[src/verilog/arb_types_pkg.sv]
package arb_types_pkg;

    localparam int DATA_W    = 16;
    localparam int ADDR_W    = 8;
    localparam int LEN_W     = 5;   // lengths 1 to 16
    localparam int CREDIT_W  = 5;
    localparam int NUM_PORTS = 4;

    // token bit positions, reads come first
    localparam int SEL_RD0 = 0;
    localparam int SEL_RD1 = 1;
    localparam int SEL_WR0 = 2;
    localparam int SEL_WR1 = 3;

    typedef logic [DATA_W-1:0]    data_t;
    typedef logic [ADDR_W-1:0]    addr_t;
    typedef logic [LEN_W-1:0]     len_t;
    typedef logic [NUM_PORTS-1:0] port_sel_t;  // one-hot
    typedef logic [CREDIT_W-1:0]  credit_t;

endpackage

[src/verilog/arb_ctrl_pkg.sv]
package arb_ctrl_pkg;

    typedef enum logic [1:0] {
        E_IDLE,
        E_WRITE,
        E_READ
    } eng_state_t;

    typedef enum logic [1:0] {
        P_IDLE,
        P_FILL,
        P_WAIT,
        P_DRAIN
    } port_state_t;

endpackage

[src/verilog/arb_ifs.sv]
`timescale 1ns/10ps

interface port_req_if
    import arb_types_pkg::*;
();
    logic  req;     // held until done
    addr_t addr;
    len_t  len;
    logic  grant;
    logic  strobe;  // one word this cycle
    data_t wdata;
    data_t rdata;
    logic  done;

    modport port_mp (output req, addr, len, wdata, input grant, strobe, rdata, done);
    modport arb_mp (input req, addr, len, wdata, output grant, strobe, rdata, done);
endinterface


[src/verilog/wr_port_buf.sv]
`timescale 1ns/10ps

module wr_port_buf
    import arb_types_pkg::*;
    import arb_ctrl_pkg::*;
#(
    parameter int FIFO_DEPTH = 16   // power of two, at least max len
) (
    input  logic       i_clk,
    input  logic       i_reset,
    input  logic       i_start,
    input  addr_t      i_addr,
    input  len_t       i_len,
    input  logic       i_valid,
    input  data_t      i_data,
    output logic       o_busy,
    port_req_if.port_mp port
);
    localparam int PTR_W = $clog2(FIFO_DEPTH);

    data_t            fifo [FIFO_DEPTH];
    logic [PTR_W-1:0] wr_ptr;
    logic [PTR_W-1:0] rd_ptr;
    port_state_t      state;
    addr_t            addr_q;
    len_t             len_q;
    len_t             in_cnt;
    logic             take;
    logic             push;

    assign take   = (state == P_IDLE) && i_start && (i_len != '0);
    assign push   = (state == P_FILL) && i_valid;  // extra words never reach here
    assign o_busy = (state != P_IDLE);

    assign port.req   = (state == P_WAIT) || (state == P_DRAIN);
    assign port.addr  = addr_q;
    assign port.len   = len_q;
    assign port.wdata = fifo[rd_ptr];  // head word

    always_ff @(posedge i_clk) begin
        if (push) fifo[wr_ptr] <= i_data;
        if (take) begin
            addr_q <= i_addr;
            len_q  <= i_len;
        end
    end

    always_ff @(posedge i_clk) begin
        if (i_reset) begin
            state  <= P_IDLE;
            wr_ptr <= '0;
            rd_ptr <= '0;
            in_cnt <= '0;
        end else begin
            if (push) wr_ptr <= wr_ptr + 1'b1;
            if (port.strobe) rd_ptr <= rd_ptr + 1'b1;  // engine took head word
            case (state)
                P_IDLE: if (take) begin
                    in_cnt <= '0;
                    state  <= P_FILL;
                end
                P_FILL: if (push) begin
                    in_cnt <= in_cnt + 1'b1;
                    if (in_cnt + 1'b1 == len_q) state <= P_WAIT;  // whole burst buffered
                end
                P_WAIT: if (port.grant) state <= P_DRAIN;
                P_DRAIN: if (port.done) state <= P_IDLE;
                default: state <= P_IDLE;
            endcase
        end
    end

endmodule

[src/flat_wrapper.sv]
// flat-port wrapper written by rule: the top's interface ports become plain ports
module wr_port_buf_flat import arb_types_pkg::*; import arb_ctrl_pkg::*;
#(
    parameter int FIFO_DEPTH = 16                                    
)
  (i_clk, i_reset, i_start, i_addr, i_len, i_valid, i_data, o_busy, port_req, port_addr, port_len, port_wdata, port_grant, port_strobe, port_rdata, port_done);
  port_req_if port_i ();
  input  logic i_clk;
  input  logic i_reset;
  input  logic i_start;
  input  addr_t i_addr;
  input  len_t i_len;
  input  logic i_valid;
  input  data_t i_data;
  output logic o_busy;
  output wire logic [$bits(port_i.req)-1:0] port_req;
  output wire logic [$bits(port_i.addr)-1:0] port_addr;
  output wire logic [$bits(port_i.len)-1:0] port_len;
  output wire logic [$bits(port_i.wdata)-1:0] port_wdata;
  input wire logic [$bits(port_i.grant)-1:0] port_grant;
  input wire logic [$bits(port_i.strobe)-1:0] port_strobe;
  input wire logic [$bits(port_i.rdata)-1:0] port_rdata;
  input wire logic [$bits(port_i.done)-1:0] port_done;
  assign port_req = port_i.req;
  assign port_addr = port_i.addr;
  assign port_len = port_i.len;
  assign port_wdata = port_i.wdata;
  assign port_i.grant = port_grant;
  assign port_i.strobe = port_strobe;
  assign port_i.rdata = port_rdata;
  assign port_i.done = port_done;
  wr_port_buf #(.FIFO_DEPTH(FIFO_DEPTH)) u_core (.i_clk(i_clk), .i_reset(i_reset), .i_start(i_start), .i_addr(i_addr), .i_len(i_len), .i_valid(i_valid), .i_data(i_data), .o_busy(o_busy), .port(port_i));
endmodule
[config.mk]
export PLATFORM = sky130hd
export DESIGN_NAME = wr_port_buf_flat
export DESIGN_NICKNAME = d
export VERILOG_FILES = /design/src/verilog/arb_types_pkg.sv /design/src/verilog/arb_ctrl_pkg.sv /design/src/verilog/arb_ifs.sv /design/src/verilog/wr_port_buf.sv /design/src/flat_wrapper.sv
export SDC_FILE = /design/constraint.sdc
export NUM_CORES = 1
export LEC_CHECK = 0
export BUFFER_PORTS_ARGS = -buffer_cell sky130_fd_sc_hd__buf_2
export CORE_MARGIN = 2
export CORE_UTILIZATION = 45
export CTS_CLUSTER_DIAMETER = 100
export DETAILED_ROUTE_END_ITERATION = 10
export GPL_ROUTABILITY_DRIVEN = 0
export PLACE_DENSITY_LB_ADDON = 0.15
export SETUP_SLACK_MARGIN = 0.05
export SYNTH_ARGS = -nofsm -noshare
export SYNTH_HDL_FRONTEND = slang
export SYNTH_SLANG_ARGS = --single-unit
[constraint.sdc]
create_clock -name i_clk -period 6.3 [get_ports i_clk]
set_input_delay 1.26 -clock i_clk [delete_from_list [all_inputs] [get_ports i_clk]]
set_output_delay 1.26 -clock i_clk [all_outputs]
set_load 0.02 [all_outputs]
==> metrics.txt <==
DP Cell Count 894; largest net degree at the start of global routing 45; Die Footprint approximately 26,000 sq um; status completed; startpoint class of the critical path register; WL/cell about 23 microns; global-route wire length before repair between 30,000 and 40,000 microns; Nets around 660; most frequent cells in the layout edfxtp_1, buf_2, mux4_2, mux4_1, clkbuf_16; sequential power share 52.2%; Final setup viols 0; Cell Pwr Density 325.0 nW/um^2; Worst-path clk slew about 0.06 ns; combinational share of power about 10%; Clock Power Share between 30% and 40%; Yosys cell types 36; Max VDD drop ~220 uV; dpl hpwl ~13,000 microns; synth top area cells edfxtp_1, mux4_2, mux4_1; initial core utilization around 46%; 1st-pass router iterations 4; Synthesized Nets 570; area grow syn2layout 14.84%; Routed WL about 22,000 microns; main flop type after synthesis edfxtp_1; Hold Crit Class reg2reg; Rows 57; number of flops mapped to enable cells by yosys about 270; Worst-Skew Late Latency ~0.53 ns; n_diodes 0; Syn Inst Count 507; post-synthesis xor/xnor area fraction less than 1%; Mapped Area 11,270 sq um; main combinational cell family by area after synthesis multiplexers; Worst EP arrival 3.24 ns; RSZ-0062 raised after global routing false; share of cells above drive strength 1 between 20% and 30%; WHS 0.5219 ns; multiplexer share of the synthesized area approximately 18%; Mean Syn Cell Area ~22 sq um; fin cells 946; top cell type's share of synthesized area 71.67%; MaxCap Viol Count 0; initial antenna violation count 1; Worst EP required between 5 and 6 ns; TNS Setup 0 ns; Tot Pwr approximately 4.2 mW; Clock Skew 0.007261 ns; Pins Over Slew Limit 0; Tmin final between 4 and 5 ns; Sw Share roughly 22%; crit-path max FO 44; die height between 150 and 200 microns; GRT overflow 0; number of vias per cell approximately 5.5; Routed Antenna Nets 0; Core Area 24,460 sq um; Synth area leader edfxtp_1; Final period util between 70 and 80%; Via Count between 5,000 and 6,000; Int Pwr between 3 and 4 mW; max frequency about 0.22 GHz; Sink Count approximately 290; IO Port Bufs 66; GRT Util Overall between 10% and 20%; Ports 83; Sw Pwr 0.9441 mW; Die W roughly 160 microns; Post-CTS Hold Buffers 0; area fraction in and, or, nand and nor cells after synthesis ~2.8%; Least-Margin Pin Slew 1.161 ns; Setup Buffers After CTS 0; initial DRC count about 350; Slew headroom 22.59%; vias in the first global route roughly 5,500; CTS max path bufs 3; Leak 4.244 nW; async set-reset flop share out of synthesis 0%; FF-to-FF path depth 6; post-synthesis adder-cell area fraction 1.221%; CTS Buf Count 29; commonest non-fill, non-tap cell in the layout edfxtp_1; post-route DRC violation count 0; Clock Tree Root clkbuf_16; hold depth 2; register area share after synthesis 75.04%; Crit Path Category reg2out; PostCTS Resize Cnt 0; Synth Area in Compound Gates less than 1%; CTS tree yes; Yosys reg bits between 200 and 300; Yosys warning count 0; htree depth 1; final hold violations 0; CP endpoint kind output port
[layer usage]
metal	share of wire, %	global-route usage [%]
met2	49	28.47
met1	45	24.26
met3	5.2	2.988
met4	1.4	3.459
met5	0.032	0
[power groups by stage]
stage / Clock [mW] / Combinational [mW] / Sequential [mW]
floorplan: 0 / 0.290 / 2.23
global placement: 0 / 0.410 / 2.23
detailed placement: 0 / 0.424 / 2.24
CTS: 1.63 / 0.426 / 2.20
global route: 1.71 / 0.457 / 2.20
finish: 1.59 / 0.419 / 2.19
[critical path, cell delays in order (launching register included)]
cell	delay [ns]
dfxtp_4	0.91
buf_4	0.50
mux4_1	0.63
mux4_2	0.46
buf_2	0.17
[Yosys cell counts (5+ instances only)]
master and count:
xnor2_1 5, nand2b_1 5, mux4_1 36, buf_1 6, buf_6 5, nor2_1 27, mux4_2 44, dfxtp_1 19
clkbuf_1 9, ha_1 11, inv_1 6, a21oi_1 7, nand2_1 11, xor2_1 7, edfxtp_1 269, nor2b_1 5
nor3_1 6
[through the flow]
stage | cell area [sq um] | util (%) | setup WS (ns)
floorplan | 11270 | - | 2.952
global placement | 12060 | 49.30 | 2.261
detailed placement | 12060 | 49.30 | 2.264
CTS | 12940 | 52.91 | 1.692
global route | 12940 | 52.91 | 1.596
finish | 12940 | 52.91 | 1.801
[final cells by class]
cell class                      instances  area, sq um
Timing Repair Buffer                   86        480.5
Multi-Input combinational cell        190         2688
Clock buffer                           44        822.0
Clock inverter                          8        62.56
Sequential cell                       288         8463
Tap cell                              324        405.4
Inverter                                6        22.52
Fill cell                            1926        11520
[worst paths after layout]
path / start / endpoint / slack [ns]
max: register / port_wdata[6] / 1.80
min: u_core.wr_ptr[1] / u_core.wr_ptr[1] / 0.52
min reg2reg: u_core.wr_ptr[1] / u_core.wr_ptr[1] / 0.52
max reg2reg: u_core.state[1] / u_core.fifo[9][12] / 3.90
[kinds of logic (layout without fill, tap and decap cells)]
family	Yosys count	in the layout
AOI/OAI and AO/OA	17	17
muxes	84	84
DFF	288	288
adders and majority gates	11	11
buffers and inverters	29	144
and+or+nand+nor	66	66
xor gates and xnor gates	12	12
[registers in the layout, summed over array words and instances (netlist names), named ones only]
signal / flops
u_core.rd_ptr: 4
u_core.fifo: 256
u_core.state: 2
u_core.port.addr: 8
u_core.port.len: 5
u_core.wr_ptr: 4
u_core.in_cnt: 5
Note: power is estimated with default switching activity, not from simulation.
