$ cat config.mk
export PLATFORM = sky130hd
export DESIGN_NAME = burst_engine_flat
export DESIGN_NICKNAME = d
export VERILOG_FILES = /design/src/verilog/arb_types_pkg.sv /design/src/verilog/arb_ctrl_pkg.sv /design/src/verilog/arb_ifs.sv /design/src/verilog/burst_engine.sv /design/src/flat_wrapper.sv
export SDC_FILE = /design/constraint.sdc
export NUM_CORES = 2
export LEC_CHECK = 0
export BUFFER_PORTS_ARGS = -buffer_cell sky130_fd_sc_hd__buf_2
export CORE_UTILIZATION = 35
export CTS_CLUSTER_DIAMETER = 30
export DETAILED_ROUTE_END_ITERATION = 12
export PLACE_DENSITY_LB_ADDON = 0.25
export RECOVER_POWER = 25
export SLEW_MARGIN = 25
export SYNTH_ARGS = -nofsm -noshare
export SYNTH_HDL_FRONTEND = slang
export SYNTH_SLANG_ARGS = --single-unit
$ cat constraint.sdc
create_clock -name i_clk -period 5.4 [get_ports i_clk]
set_input_delay 1.08 -clock i_clk [delete_from_list [all_inputs] [get_ports i_clk]]
set_output_delay 1.08 -clock i_clk [all_outputs]
set_load 0.02 [all_outputs]
$ cat src/verilog/arb_types_pkg.sv
package arb_types_pkg;

    localparam int DATA_W    = 16;
    localparam int ADDR_W    = 8;
    localparam int LEN_W     = 5;   // lengths 1 to 16
    localparam int CREDIT_W  = 5;
    localparam int NUM_PORTS = 4;

    // token bit positions, reads come first
    localparam int SEL_RD0 = 0;
    localparam int SEL_RD1 = 1;
    localparam int SEL_WR0 = 2;
    localparam int SEL_WR1 = 3;

    typedef logic [DATA_W-1:0]    data_t;
    typedef logic [ADDR_W-1:0]    addr_t;
    typedef logic [LEN_W-1:0]     len_t;
    typedef logic [NUM_PORTS-1:0] port_sel_t;  // one-hot
    typedef logic [CREDIT_W-1:0]  credit_t;

endpackage

$ cat src/verilog/arb_ctrl_pkg.sv
package arb_ctrl_pkg;

    typedef enum logic [1:0] {
        E_IDLE,
        E_WRITE,
        E_READ
    } eng_state_t;

    typedef enum logic [1:0] {
        P_IDLE,
        P_FILL,
        P_WAIT,
        P_DRAIN
    } port_state_t;

endpackage

$ cat src/verilog/arb_ifs.sv


interface mem_cmd_if
    import arb_types_pkg::*;
();
    logic  valid;   // held until done
    logic  write;
    addr_t addr;
    len_t  len;
    logic  strobe;
    data_t wdata;
    data_t rdata;
    logic  done;

    modport arb_mp (output valid, write, addr, len, wdata, input strobe, rdata, done);
    modport eng_mp (input valid, write, addr, len, wdata, output strobe, rdata, done);
endinterface

$ cat src/verilog/burst_engine.sv
`timescale 1ns/10ps

module burst_engine
    import arb_types_pkg::*;
    import arb_ctrl_pkg::*;
(
    input  logic      i_clk,
    input  logic      i_reset,
    mem_cmd_if.eng_mp mem
);
    data_t      ram [2**ADDR_W];
    eng_state_t state;
    addr_t      ptr;      // wraps at top of memory
    len_t       cnt;      // words left to move or issue
    logic       wr_en;
    logic       rd_en;
    logic       rd_vld;
    logic       rd_last;
    data_t      rd_q;

    assign wr_en = (state == E_WRITE);
    assign rd_en = (state == E_READ) && (cnt != '0);

    assign mem.strobe = wr_en || rd_vld;
    assign mem.done   = (wr_en && (cnt == len_t'(1))) || (rd_vld && rd_last);
    assign mem.rdata  = rd_q;

    always_ff @(posedge i_clk) begin
        if (wr_en) ram[ptr] <= mem.wdata;
        if (rd_en) rd_q <= ram[ptr];  // one cycle read latency
    end

    always_ff @(posedge i_clk) begin
        if (i_reset) begin
            state   <= E_IDLE;
            ptr     <= '0;
            cnt     <= '0;
            rd_vld  <= 1'b0;
            rd_last <= 1'b0;
        end else begin
            rd_vld  <= rd_en;
            rd_last <= rd_en && (cnt == len_t'(1));
            case (state)
                E_IDLE: if (mem.valid) begin
                    ptr   <= mem.addr;
                    cnt   <= mem.len;
                    state <= mem.write ? E_WRITE : E_READ;
                end
                E_WRITE, E_READ: begin
                    if (wr_en || rd_en) begin
                        ptr <= ptr + 1'b1;
                        cnt <= cnt - 1'b1;
                    end
                    if (mem.done) state <= E_IDLE;  // reads wait for the last word out
                end
                default: state <= E_IDLE;
            endcase
        end
    end

endmodule

$ cat src/flat_wrapper.sv
// flat-port wrapper written by rule: the top's interface ports become plain ports
module burst_engine_flat import arb_types_pkg::*; import arb_ctrl_pkg::*;
  (i_clk, i_reset, mem_valid, mem_write, mem_addr, mem_len, mem_wdata, mem_strobe, mem_rdata, mem_done);
  mem_cmd_if mem_i ();
  input  logic i_clk;
  input  logic i_reset;
  input wire logic [$bits(mem_i.valid)-1:0] mem_valid;
  input wire logic [$bits(mem_i.write)-1:0] mem_write;
  input wire logic [$bits(mem_i.addr)-1:0] mem_addr;
  input wire logic [$bits(mem_i.len)-1:0] mem_len;
  input wire logic [$bits(mem_i.wdata)-1:0] mem_wdata;
  output wire logic [$bits(mem_i.strobe)-1:0] mem_strobe;
  output wire logic [$bits(mem_i.rdata)-1:0] mem_rdata;
  output wire logic [$bits(mem_i.done)-1:0] mem_done;
  assign mem_i.valid = mem_valid;
  assign mem_i.write = mem_write;
  assign mem_i.addr = mem_addr;
  assign mem_i.len = mem_len;
  assign mem_i.wdata = mem_wdata;
  assign mem_strobe = mem_i.strobe;
  assign mem_rdata = mem_i.rdata;
  assign mem_done = mem_i.done;
  burst_engine u_core (.i_clk(i_clk), .i_reset(i_reset), .mem(mem_i));
endmodule
==> flow_summary.yaml <==
power_and_ir_drop:
  peakVddDrop_mv: 0.415
  combinationalPowerShare: 0.161
  leakage_uw: 0.0609
  powerDensity_nw_per_um2: 528
  p_switching_uw: 27700
  swShare: 0.269
  seqPwrFrac: 0.348
  p_int_uw: 75400
  p_clk_frac: 0.491
floorplan:
  placementRows: 245
  coreArea_um2: 445000
  die_h_um: 671
  die_w_um: 671
  fp.dieArea_um2: 450000
  io_pins: 51
  initial_utilization: 0.351
logic_synthesis:
  synth_flop_cell: "edfxtp_1"
  synth_cell_type_count: 40
  synth_area_leaders: "edfxtp_1, mux4_2, a22oi_1, a21oi_1, nor2_1"
  synthAdderAreaFrac: 0.000720
  synth_simple_gate_area_share: 0.0101
  async_flop_share: 0
  synth_top_family_by_area: "multiplexers"
  synth_area_leader_cell: "edfxtp_1"
  muxShareOfSynthArea: 0.148
  synth_area_um2: 156000
  synth_xor_area_frac: 0
  ys_seq_elements: 4129
  synth_top_area_share: 0.789
  synth-compound-area-share: 0.0381
  syn_avg_cell_area_um2: 22.8
  syn-instance-count: 6859
  synth.yosys.seq_area_share: 0.792
  syn_nets: 6901
  synth_edf_count: 4112
  yosys_warnings: 0
timing:
  rsz0062_at_grt: "no"
  fin_ws_ns: 0.686
  max-slew-margin-rel: -2.27
  min_period_ns: 4.71
  finalSetupViolations: 0
  fmax_mhz: 212
  fin_crit_sh: 0.873
  worst_pin_slew_ns: 4.90
  skew_ns: 0.0724
  setup-tns-final_ns: 0
  hold_viol: 0
  slew_viol_final: 1930
worst_setup_path:
  path_max_fanout: 87
  cp.arrival_ns: 5.49
  critPathLaunchType: "input port"
  critPathRequiredTime_ns: 6.18
  path_cells: "clkbuf_1, buf_4"
  cp_slowest_stage_delay_ns: 3.37
  crit_path_end_kind: "register"
  rr_startpoint: "u_core.ptr[0]"
  crit_buf_inv: 2
  startpoint: "mem_wdata[12]"
  path_class: "in -> reg"
  crit_path_top_delay_cell: "clkbuf_1"
  crit_family: "buffers and inverters"
clocking:
  htreeDepth: 6
  numCtsBuffers: 807
  clk_path_buf_depth: 4
  post_cts_buffers: 0
  hold_buffers: 0
  cts_tree: "yes"
  cts_sinks: 4129
  clk_pin_slew_worst_paths_ns: 0.04
  root_buffer: "clkbuf_16"
  clk_latency_ns: 1.08
  ctsResizeCount: 0
place:
  io_buffers: 50
  pre_cts_ws_ns: 0.667
  hpwl_mm: 252
  globalplace.congestion: 0.796
  dpl_cell_area_um2: 167000
job:
  max_cap_viol_count: 26
final_layout:
  layout_commonest_cell: "edfxtp_1"
  fillers: 37500
  final_net_count: 7784
  layout_common_cells: "edfxtp_1, mux4_2, clkbuf_16, a22oi_1, buf_4"
  layout-drive-gt1-share: 0.349
  design_area_um2: 195000
  post-route-util: 0.439
  area_growth_pct: 24.8
route:
  drc: 0
  drt_iter0_drc: 8105
  num_vias: 78200
  first_pass_iters: 5
  wl_mm: 435
  vias_per_cell: 5.43
  wl_per_cell_um: 30.3
  detail-route-antenna-nets: 0
outcome:
  failed_checks: "max-capacitance violations, max-slew violations"
  status: "finished, violations left"
grt:
  grt_pass1_vias: 81100
  grt_pass1_wl_mm: 616
  gr-usage-all-layers: 0.190
  grt_max_degree: 177
  antenna_found_initial: 29
  grt-ovfl-total: 0
worst_hold_path:
  min_from: "mem_write"
  hp-class: "in -> reg"
[sequential cells by signal, indices dropped and copies added (netlist names)]
| name | count |
|---|---|
| u_core.cnt | 5 |
| u_core.ptr | 8 |
| u_core.state | 2 |
| u_core.rd_last | 1 |
| u_core.mem.rdata | 16 |
| u_core.rd_vld | 1 |
| u_core.ram | 4096 |
[final cells by class]
type	count	area, µm²	area share
multi-input combinational	2291	31600	0.162
sequential	4129	124000	0.634
clock buffer	899	20600	0.106
inverter	8	30.0	0.000154
clock inverter	601	7560	0.0387
antenna	24	60.1	0.000308
tap	5928	7420	0.0380
timing repair buffer	505	4170	0.0213
[power by group through the flow]
stage | Sequential, µW | Combinational, µW | Clock [µW]
after floorplan | 36200 | 10100 | 0
after global placement | 36400 | 16700 | 0
after detailed placement | 36400 | 16800 | 0
after CTS | 35800 | 16900 | 51300
after global routing | 35900 | 17400 | 52800
final | 35900 | 16600 | 50600
[cell usage after synthesis (2+ instances only)]
cell and count:
a211oi_1 6, a21oi_1 271, a221oi_1 2, a22oi_1 512, a311oi_1 2, and2_1 2, buf_1 58, buf_2 86
buf_4 23, buf_6 6, clkbuf_1 256, clkbuf_2 2, dfxtp_1 17, edfxtp_1 4112, ha_1 9, inv_1 7
mux4_2 1024, nand2_1 40, nand2b_1 2, nand3_1 24, nand4_1 19, nor2_1 272, nor2b_1 10, nor3_1 3
o21ai_0 10, o22ai_1 2, o2bb2ai_1 2, o41ai_1 64, or2_2 4, or3_1 2
[tightest hold or removal path: cells and delay by family]
kind	cells	cell delay, ns
buf+inv	1	0.09
simple gates	1	0.10
compound gates	1	0.06
[cell families (layout without fill, tap and decap cells)]
family	Yosys count	count (layout)
and+or+nand+nor	381	381
adders and majority gates	9	9
muxes	1026	1026
DFF	4129	4129
buffers and inverters	439	2013
AOI/OAI and AO/OA	875	875
other	0	24
[layer usage]
metal,global-route usage,up-vias,wire length (µm)
li1,-,31700,-
met1,0.260,42600,180000
met2,0.309,3196,212000
met3,0.0332,707,29400
met4,0.0640,12,14100
met5,0,-,72
[path summary, 6_finish.rpt]
| kind | endpoint | slack [ns] | cells after the start |
|---|---|---|---|
| worst max-delay path | u_core.ram[13][12] | 0.69 | 2 |
| worst min-delay path | u_core.state[1] | 0.32 | 3 |
| worst max register to register | u_core.mem.rdata[10] | 0.83 | 7 |
| worst min register to register | u_core.state[1] | 0.49 | 2 |
[stage by stage]
| stage | power (µW) | instances | hold slack (ns) |
|---|---|---|---|
| floorplan | 46300 | 6859 | 0.449 |
| global placement | 53100 | 12900 | 0.464 |
| detailed placement | 53300 | 12900 | 0.494 |
| CTS | 104000 | 14400 | 0.229 |
| global route | 106000 | 14400 | 0.290 |
| finish | 103000 | 14400 | 0.322 |
(Power assumes the default switching activity.)
