==> config.mk <==
export PLATFORM = sky130hd
export DESIGN_NAME = rr_arbiter_flat
export DESIGN_NICKNAME = d
export VERILOG_FILES = /design/src/verilog/arb_types_pkg.sv /design/src/verilog/arb_ifs.sv /design/src/verilog/rr_arbiter.sv /design/src/flat_wrapper.sv
export SDC_FILE = /design/constraint.sdc
export NUM_CORES = 1
export LEC_CHECK = 0
export BUFFER_PORTS_ARGS = -buffer_cell sky130_fd_sc_hd__buf_2
export CAP_MARGIN = 30
export CORE_AREA = 2 2 95 97
export DETAILED_ROUTE_END_ITERATION = 10
export DIE_AREA = 0 0 97 99
export SLEW_MARGIN = 20
export SYNTH_ARGS = -nofsm -noshare
export SYNTH_HDL_FRONTEND = slang
export SYNTH_SLANG_ARGS = --single-unit
==> constraint.sdc <==
create_clock -name i_clk -period 2.35 [get_ports i_clk]
set_clock_uncertainty 0.1 [all_clocks]
set_input_delay 0.47 -clock i_clk [delete_from_list [all_inputs] [get_ports i_clk]]
set_output_delay 0.47 -clock i_clk [all_outputs]
set_load 0.02 [all_outputs]
==> src/verilog/arb_types_pkg.sv <==
package arb_types_pkg;

    localparam int DATA_W    = 16;
    localparam int ADDR_W    = 8;
    localparam int LEN_W     = 5;   // lengths 1 to 16
    localparam int CREDIT_W  = 5;
    localparam int NUM_PORTS = 4;

    // token bit positions, reads come first
    localparam int SEL_RD0 = 0;
    localparam int SEL_RD1 = 1;
    localparam int SEL_WR0 = 2;
    localparam int SEL_WR1 = 3;

    typedef logic [DATA_W-1:0]    data_t;
    typedef logic [ADDR_W-1:0]    addr_t;
    typedef logic [LEN_W-1:0]     len_t;
    typedef logic [NUM_PORTS-1:0] port_sel_t;  // one-hot
    typedef logic [CREDIT_W-1:0]  credit_t;

endpackage

==> src/verilog/arb_ifs.sv <==
`timescale 1ns/10ps

interface port_req_if
    import arb_types_pkg::*;
();
    logic  req;     // held until done
    addr_t addr;
    len_t  len;
    logic  grant;
    logic  strobe;  // one word this cycle
    data_t wdata;
    data_t rdata;
    logic  done;

    modport port_mp (output req, addr, len, wdata, input grant, strobe, rdata, done);
    modport arb_mp (input req, addr, len, wdata, output grant, strobe, rdata, done);
endinterface

interface mem_cmd_if
    import arb_types_pkg::*;
();
    logic  valid;   // held until done
    logic  write;
    addr_t addr;
    len_t  len;
    logic  strobe;
    data_t wdata;
    data_t rdata;
    logic  done;

    modport arb_mp (output valid, write, addr, len, wdata, input strobe, rdata, done);
    modport eng_mp (input valid, write, addr, len, wdata, output strobe, rdata, done);
endinterface

==> src/verilog/rr_arbiter.sv <==
`timescale 1ns/10ps

module rr_arbiter
    import arb_types_pkg::*;
(
    input  logic       i_clk,
    input  logic       i_reset,
    port_req_if.arb_mp rd0,
    port_req_if.arb_mp rd1,
    port_req_if.arb_mp wr0,
    port_req_if.arb_mp wr1,
    mem_cmd_if.arb_mp  mem
);
    port_sel_t token;
    port_sel_t next_token;
    port_sel_t req_vec;
    port_sel_t hold;
    logic      locked;

    assign req_vec    = {wr1.req, wr0.req, rd1.req, rd0.req};
    assign next_token = {token[NUM_PORTS-2:0], token[NUM_PORTS-1]};
    assign hold       = locked ? token : '0;  // only the holder sees the engine

    always_ff @(posedge i_clk) begin
        if (i_reset) begin
            token  <= port_sel_t'(1);  // rd0
            locked <= 1'b0;
        end else if (locked) begin
            if (mem.done) begin
                locked <= 1'b0;
                token  <= next_token;
            end
        end else if ((req_vec & token) != '0) begin
            locked <= 1'b1;
        end else begin
            token <= next_token;  // holder idle, keep rotating
        end
    end

    assign mem.valid = locked;
    assign mem.write = token[SEL_WR0] || token[SEL_WR1];

    always_comb begin
        mem.addr  = rd0.addr;
        mem.len   = rd0.len;
        mem.wdata = wr0.wdata;
        if (token[SEL_RD1]) begin
            mem.addr = rd1.addr;
            mem.len  = rd1.len;
        end else if (token[SEL_WR0]) begin
            mem.addr = wr0.addr;
            mem.len  = wr0.len;
        end else if (token[SEL_WR1]) begin
            mem.addr  = wr1.addr;
            mem.len   = wr1.len;
            mem.wdata = wr1.wdata;
        end
    end

    assign rd0.grant  = hold[SEL_RD0];
    assign rd0.strobe = hold[SEL_RD0] && mem.strobe;
    assign rd0.done   = hold[SEL_RD0] && mem.done;
    assign rd0.rdata  = mem.rdata;
    assign rd1.grant  = hold[SEL_RD1];
    assign rd1.strobe = hold[SEL_RD1] && mem.strobe;
    assign rd1.done   = hold[SEL_RD1] && mem.done;
    assign rd1.rdata  = mem.rdata;
    assign wr0.grant  = hold[SEL_WR0];
    assign wr0.strobe = hold[SEL_WR0] && mem.strobe;
    assign wr0.done   = hold[SEL_WR0] && mem.done;
    assign wr0.rdata  = mem.rdata;
    assign wr1.grant  = hold[SEL_WR1];
    assign wr1.strobe = hold[SEL_WR1] && mem.strobe;
    assign wr1.done   = hold[SEL_WR1] && mem.done;
    assign wr1.rdata  = mem.rdata;

endmodule

==> src/flat_wrapper.sv <==
// flat-port wrapper written by rule: the top's interface ports become plain ports
module rr_arbiter_flat import arb_types_pkg::*;
  (i_clk, i_reset, rd0_req, rd0_addr, rd0_len, rd0_wdata, rd0_grant, rd0_strobe, rd0_rdata, rd0_done, rd1_req, rd1_addr, rd1_len, rd1_wdata, rd1_grant, rd1_strobe, rd1_rdata, rd1_done, wr0_req, wr0_addr, wr0_len, wr0_wdata, wr0_grant, wr0_strobe, wr0_rdata, wr0_done, wr1_req, wr1_addr, wr1_len, wr1_wdata, wr1_grant, wr1_strobe, wr1_rdata, wr1_done, mem_valid, mem_write, mem_addr, mem_len, mem_wdata, mem_strobe, mem_rdata, mem_done);
  port_req_if rd0_i ();
  port_req_if rd1_i ();
  port_req_if wr0_i ();
  port_req_if wr1_i ();
  mem_cmd_if mem_i ();
  input  logic i_clk;
  input  logic i_reset;
  input wire logic [$bits(rd0_i.req)-1:0] rd0_req;
  input wire logic [$bits(rd0_i.addr)-1:0] rd0_addr;
  input wire logic [$bits(rd0_i.len)-1:0] rd0_len;
  input wire logic [$bits(rd0_i.wdata)-1:0] rd0_wdata;
  output wire logic [$bits(rd0_i.grant)-1:0] rd0_grant;
  output wire logic [$bits(rd0_i.strobe)-1:0] rd0_strobe;
  output wire logic [$bits(rd0_i.rdata)-1:0] rd0_rdata;
  output wire logic [$bits(rd0_i.done)-1:0] rd0_done;
  input wire logic [$bits(rd1_i.req)-1:0] rd1_req;
  input wire logic [$bits(rd1_i.addr)-1:0] rd1_addr;
  input wire logic [$bits(rd1_i.len)-1:0] rd1_len;
  input wire logic [$bits(rd1_i.wdata)-1:0] rd1_wdata;
  output wire logic [$bits(rd1_i.grant)-1:0] rd1_grant;
  output wire logic [$bits(rd1_i.strobe)-1:0] rd1_strobe;
  output wire logic [$bits(rd1_i.rdata)-1:0] rd1_rdata;
  output wire logic [$bits(rd1_i.done)-1:0] rd1_done;
  input wire logic [$bits(wr0_i.req)-1:0] wr0_req;
  input wire logic [$bits(wr0_i.addr)-1:0] wr0_addr;
  input wire logic [$bits(wr0_i.len)-1:0] wr0_len;
  input wire logic [$bits(wr0_i.wdata)-1:0] wr0_wdata;
  output wire logic [$bits(wr0_i.grant)-1:0] wr0_grant;
  output wire logic [$bits(wr0_i.strobe)-1:0] wr0_strobe;
  output wire logic [$bits(wr0_i.rdata)-1:0] wr0_rdata;
  output wire logic [$bits(wr0_i.done)-1:0] wr0_done;
  input wire logic [$bits(wr1_i.req)-1:0] wr1_req;
  input wire logic [$bits(wr1_i.addr)-1:0] wr1_addr;
  input wire logic [$bits(wr1_i.len)-1:0] wr1_len;
  input wire logic [$bits(wr1_i.wdata)-1:0] wr1_wdata;
  output wire logic [$bits(wr1_i.grant)-1:0] wr1_grant;
  output wire logic [$bits(wr1_i.strobe)-1:0] wr1_strobe;
  output wire logic [$bits(wr1_i.rdata)-1:0] wr1_rdata;
  output wire logic [$bits(wr1_i.done)-1:0] wr1_done;
  output wire logic [$bits(mem_i.valid)-1:0] mem_valid;
  output wire logic [$bits(mem_i.write)-1:0] mem_write;
  output wire logic [$bits(mem_i.addr)-1:0] mem_addr;
  output wire logic [$bits(mem_i.len)-1:0] mem_len;
  output wire logic [$bits(mem_i.wdata)-1:0] mem_wdata;
  input wire logic [$bits(mem_i.strobe)-1:0] mem_strobe;
  input wire logic [$bits(mem_i.rdata)-1:0] mem_rdata;
  input wire logic [$bits(mem_i.done)-1:0] mem_done;
  assign rd0_i.req = rd0_req;
  assign rd0_i.addr = rd0_addr;
  assign rd0_i.len = rd0_len;
  assign rd0_i.wdata = rd0_wdata;
  assign rd0_grant = rd0_i.grant;
  assign rd0_strobe = rd0_i.strobe;
  assign rd0_rdata = rd0_i.rdata;
  assign rd0_done = rd0_i.done;
  assign rd1_i.req = rd1_req;
  assign rd1_i.addr = rd1_addr;
  assign rd1_i.len = rd1_len;
  assign rd1_i.wdata = rd1_wdata;
  assign rd1_grant = rd1_i.grant;
  assign rd1_strobe = rd1_i.strobe;
  assign rd1_rdata = rd1_i.rdata;
  assign rd1_done = rd1_i.done;
  assign wr0_i.req = wr0_req;
  assign wr0_i.addr = wr0_addr;
  assign wr0_i.len = wr0_len;
  assign wr0_i.wdata = wr0_wdata;
  assign wr0_grant = wr0_i.grant;
  assign wr0_strobe = wr0_i.strobe;
  assign wr0_rdata = wr0_i.rdata;
  assign wr0_done = wr0_i.done;
  assign wr1_i.req = wr1_req;
  assign wr1_i.addr = wr1_addr;
  assign wr1_i.len = wr1_len;
  assign wr1_i.wdata = wr1_wdata;
  assign wr1_grant = wr1_i.grant;
  assign wr1_strobe = wr1_i.strobe;
  assign wr1_rdata = wr1_i.rdata;
  assign wr1_done = wr1_i.done;
  assign mem_valid = mem_i.valid;
  assign mem_write = mem_i.write;
  assign mem_addr = mem_i.addr;
  assign mem_len = mem_i.len;
  assign mem_wdata = mem_i.wdata;
  assign mem_i.strobe = mem_strobe;
  assign mem_i.rdata = mem_rdata;
  assign mem_i.done = mem_done;
  rr_arbiter u_core (.i_clk(i_clk), .i_reset(i_reset), .rd0(rd0_i), .rd1(rd1_i), .wr0(wr0_i), .wr1(wr1_i), .mem(mem_i));
endmodule
==> summary.md <==
| Metric | Value |
|---|---|
| Post-synth ARST share | `0%` |
| Register area share after synthesis | `under 10%` |
| GRT Residual Overflow | `0` |
| #FFs+latches synth | `5` |
| Hold Slack | `346 ps` |
| CP Class | `reg2out` |
| Area delta synth->final | `23.8%` |
| Die X | `about 97 um` |
| Hold_sp | `i_reset` |
| Max frequency | `467 MHz` |
| Root Driver | `clkbuf_8` |
| Final WL | `approximately 4.2 mm` |
| Port bufs | `~130` |
| Die area | `roughly 0.0096 mm^2` |
| Antenna violations before repair | `0` |
| N_diodes | `0` |
| Max Cap Viol | `0` |
| Initial core utilization | `approximately 18%` |
| Gate Count Post-Synth | `192` |
| Number of flops mapped to enable cells by yosys | `0` |
| Final hold violations | `0` |
| Final count of negative-setup-slack endpoints | `0` |
| FF-to-FF Start | `u_core.token[2]` |
| Final HPWL DP | `between 3 and 4 mm` |
| Synth cell types | `23` |
| CP max stage cell | `dfxtp_2` |
| Drc violations | `0` |
| GRT Resource Usage Total | `under 10%` |
| Syn Nets | `between 300 and 400` |
| Clock Latency Late Sink | `between 200 and 250 ps` |
| Clock tree from TritonCTS | `done` |
| Syn_area_per_cell | `7.85 um^2` |
| Minimum clock period | `between 2000 and 2500 ps` |
| Setup repair after global routing missed its margin | `no` |
| Worst VDD drop | `between 0.0002 and 0.00025 V` |
| Via-to-Cell Ratio | `between 4 and 5` |
| Slew @ Worst Pin | `approximately 450 ps` |
| Arrival @ worst endpoint | `~1600 ps` |
| Antenna Nets Post-Route | `0` |
| CP required | `1780 ps` |
| Synth warn | `0` |
| Cell-by-cell trace of the critical path | `nor3b_4, buf_4, mux2_2, buf_2` |
| Worst Setup Start Kind | `flip-flop` |
| Critical path capture point type | `output pin` |
| Num CTS Buffers | `3` |
| Post-route cell area | `approximately 0.0019 mm^2` |
| Clock buffer depth | `2` |
| Pre-Repair DR Iteration Count | `4` |
| Top_reg_cell synth | `dfxtp_1` |
| Cell Area, Placed | `between 0.0015 and 0.002 mm^2` |
| Syn Std Cell Area | `0.00151 mm^2` |
| Die Ht | `99 um` |
| Core Area | `between 0.008 and 0.009 mm^2` |
| Number of global-route vias before repair | `~1400` |
| Worst rel slew slack | `between 60% and 70%` |
| Largest net degree at the start of global routing | `33` |
| CP max FO | `10` |
| Total design power | `about 1.4 mW` |
| Setup TNS Final | `0 ps` |
| First-pass GRT wire length | `~6.5 mm` |
| Avg WL per Cell | `between 10 and 15 um` |
| P per Cell Area | `around 750 mW/mm^2` |
| Crit path from | `u_core.token[3]` |
| Clk sinks | `5` |
| DRT iter0 DRCs | `15` |
| Nets | `400` |
| CP peak stage delay | `400 ps` |
| Fin crit share | `about 91%` |
| Worst-path clk slew | `about 40 ps` |
| Worst min path class | `in2reg` |
| Via count | `about 1500` |
| Status | `finished clean` |
| Layout cells sized above 1 | `68.3%` |
| H-tree depth | `1` |
| Slew Limit Fails | `0` |
| Cell row count | `34` |
| Setup slack after layout | `209 ps` |
| DP Worst Slack | `approximately 300 ps` |
| RePlAce Congestion | `between 0.6 and 0.7` |
| P_leak | `approximately 0.92 nW` |
| I/O Pins | `247` |
-- registers in the layout, indices dropped and copies added, names as in the netlist --
signal	cells
u_core.mem.valid	1
u_core.token	4
-- per-layer routing --
layer  routed length [um]  track usage [%]
met5                    0                0
met4                  106             3.47
met3                  475             2.55
met2                 2050             15.2
met1                 1580             8.53
-- worst max-delay path, delay by kind of cell, from the launching register on --
kind / cells / cell delay, ps
flops: 1 / 400
buf+inv: 2 / 370
mux: 1 / 350
simple gates: 1 / 230
-- cell usage after synthesis (2+ instances only) --
master     n  area (um^2)
a22o_1     2         17.5
a22oi_1    2         15.0
and2_1     5         31.3
and3_1     8         50.1
buf_2      2         10.0
buf_4     67          503
clkbuf_1   6         22.5
dfxtp_1    5          100
mux2_2    32          360
mux2i_1   14          140
nand2_1   19         71.3
nand4_1    3         18.8
nor2_1     2         7.51
o211ai_1   3         22.5
o21ai_0   14         70.1
-- cells in the final DEF, fill, tap and decap left out --
cell type,instances
clkbuf_8,3
and3_1,8
nand2_1,19
dfxtp_2,1
buf_2,134
clkbuf_1,1
a31oi_1,1
nor3b_4,1
buf_6,1
nor2b_1,1
nand4_1,3
dfxtp_1,4
a211oi_1,1
a22oi_1,2
mux2i_1,14
or2_2,1
buf_4,3
buf_12,1
a22o_1,2
o21ai_0,14
nor2_1,2
mux2_2,32
nor3_1,1
nand3_1,1
and2_1,5
o211ai_1,3
-- cell families after synthesis --
group | count (synthesis) | synth area share, %
AOI/OAI and AO/OA | 23 | 9.22
and+or+nand+nor | 42 | 14.6
muxes | 46 | 33.2
DFF | 5 | 6.64
buffers and inverters | 76 | 36.3
-- final timing paths --
kind / end / slack, ps / depth (start not counted)
setup / recovery: mem_wdata[10] / 210 / 4
hold / removal: u_core.mem.valid / 350 / 2
setup reg to reg: u_core.token[3] / 920 / 4
hold reg to reg: u_core.token[0] / 530 / 2
-- power by group --
part	switching [mW]	internal [mW]
Clock	0.0417	0.116
Combinational	0.578	0.472
Sequential	0.0669	0.116
-- what timing repair did --
| action | CTS | global route |
|---|---|---|
| setup buffers | 0 | 0 |
| resized for setup | 0 | 2 |
| endpoints found under the setup margin | 0 | 8 |
| endpoints found under the hold margin | 0 | 0 |
| hold buffers | 0 | 0 |
-- per-stage QoR --
stage / cells / util, %
floorplan: 192 / -
global placement: 363 / 21.2
detailed placement: 363 / 21.2
CTS: 367 / 21.8
global route: 367 / 21.8
finish: 367 / 21.8
-- area by class of cell --
cell class                 instances  area (um^2)
fill                             934         6690
timing repair buffer             139          724
multi-input combinational        111          860
sequential                         5          101
clock buffer                       4         45.0
tap                              108          135
Note: power is estimated with default switching activity, not from simulation.
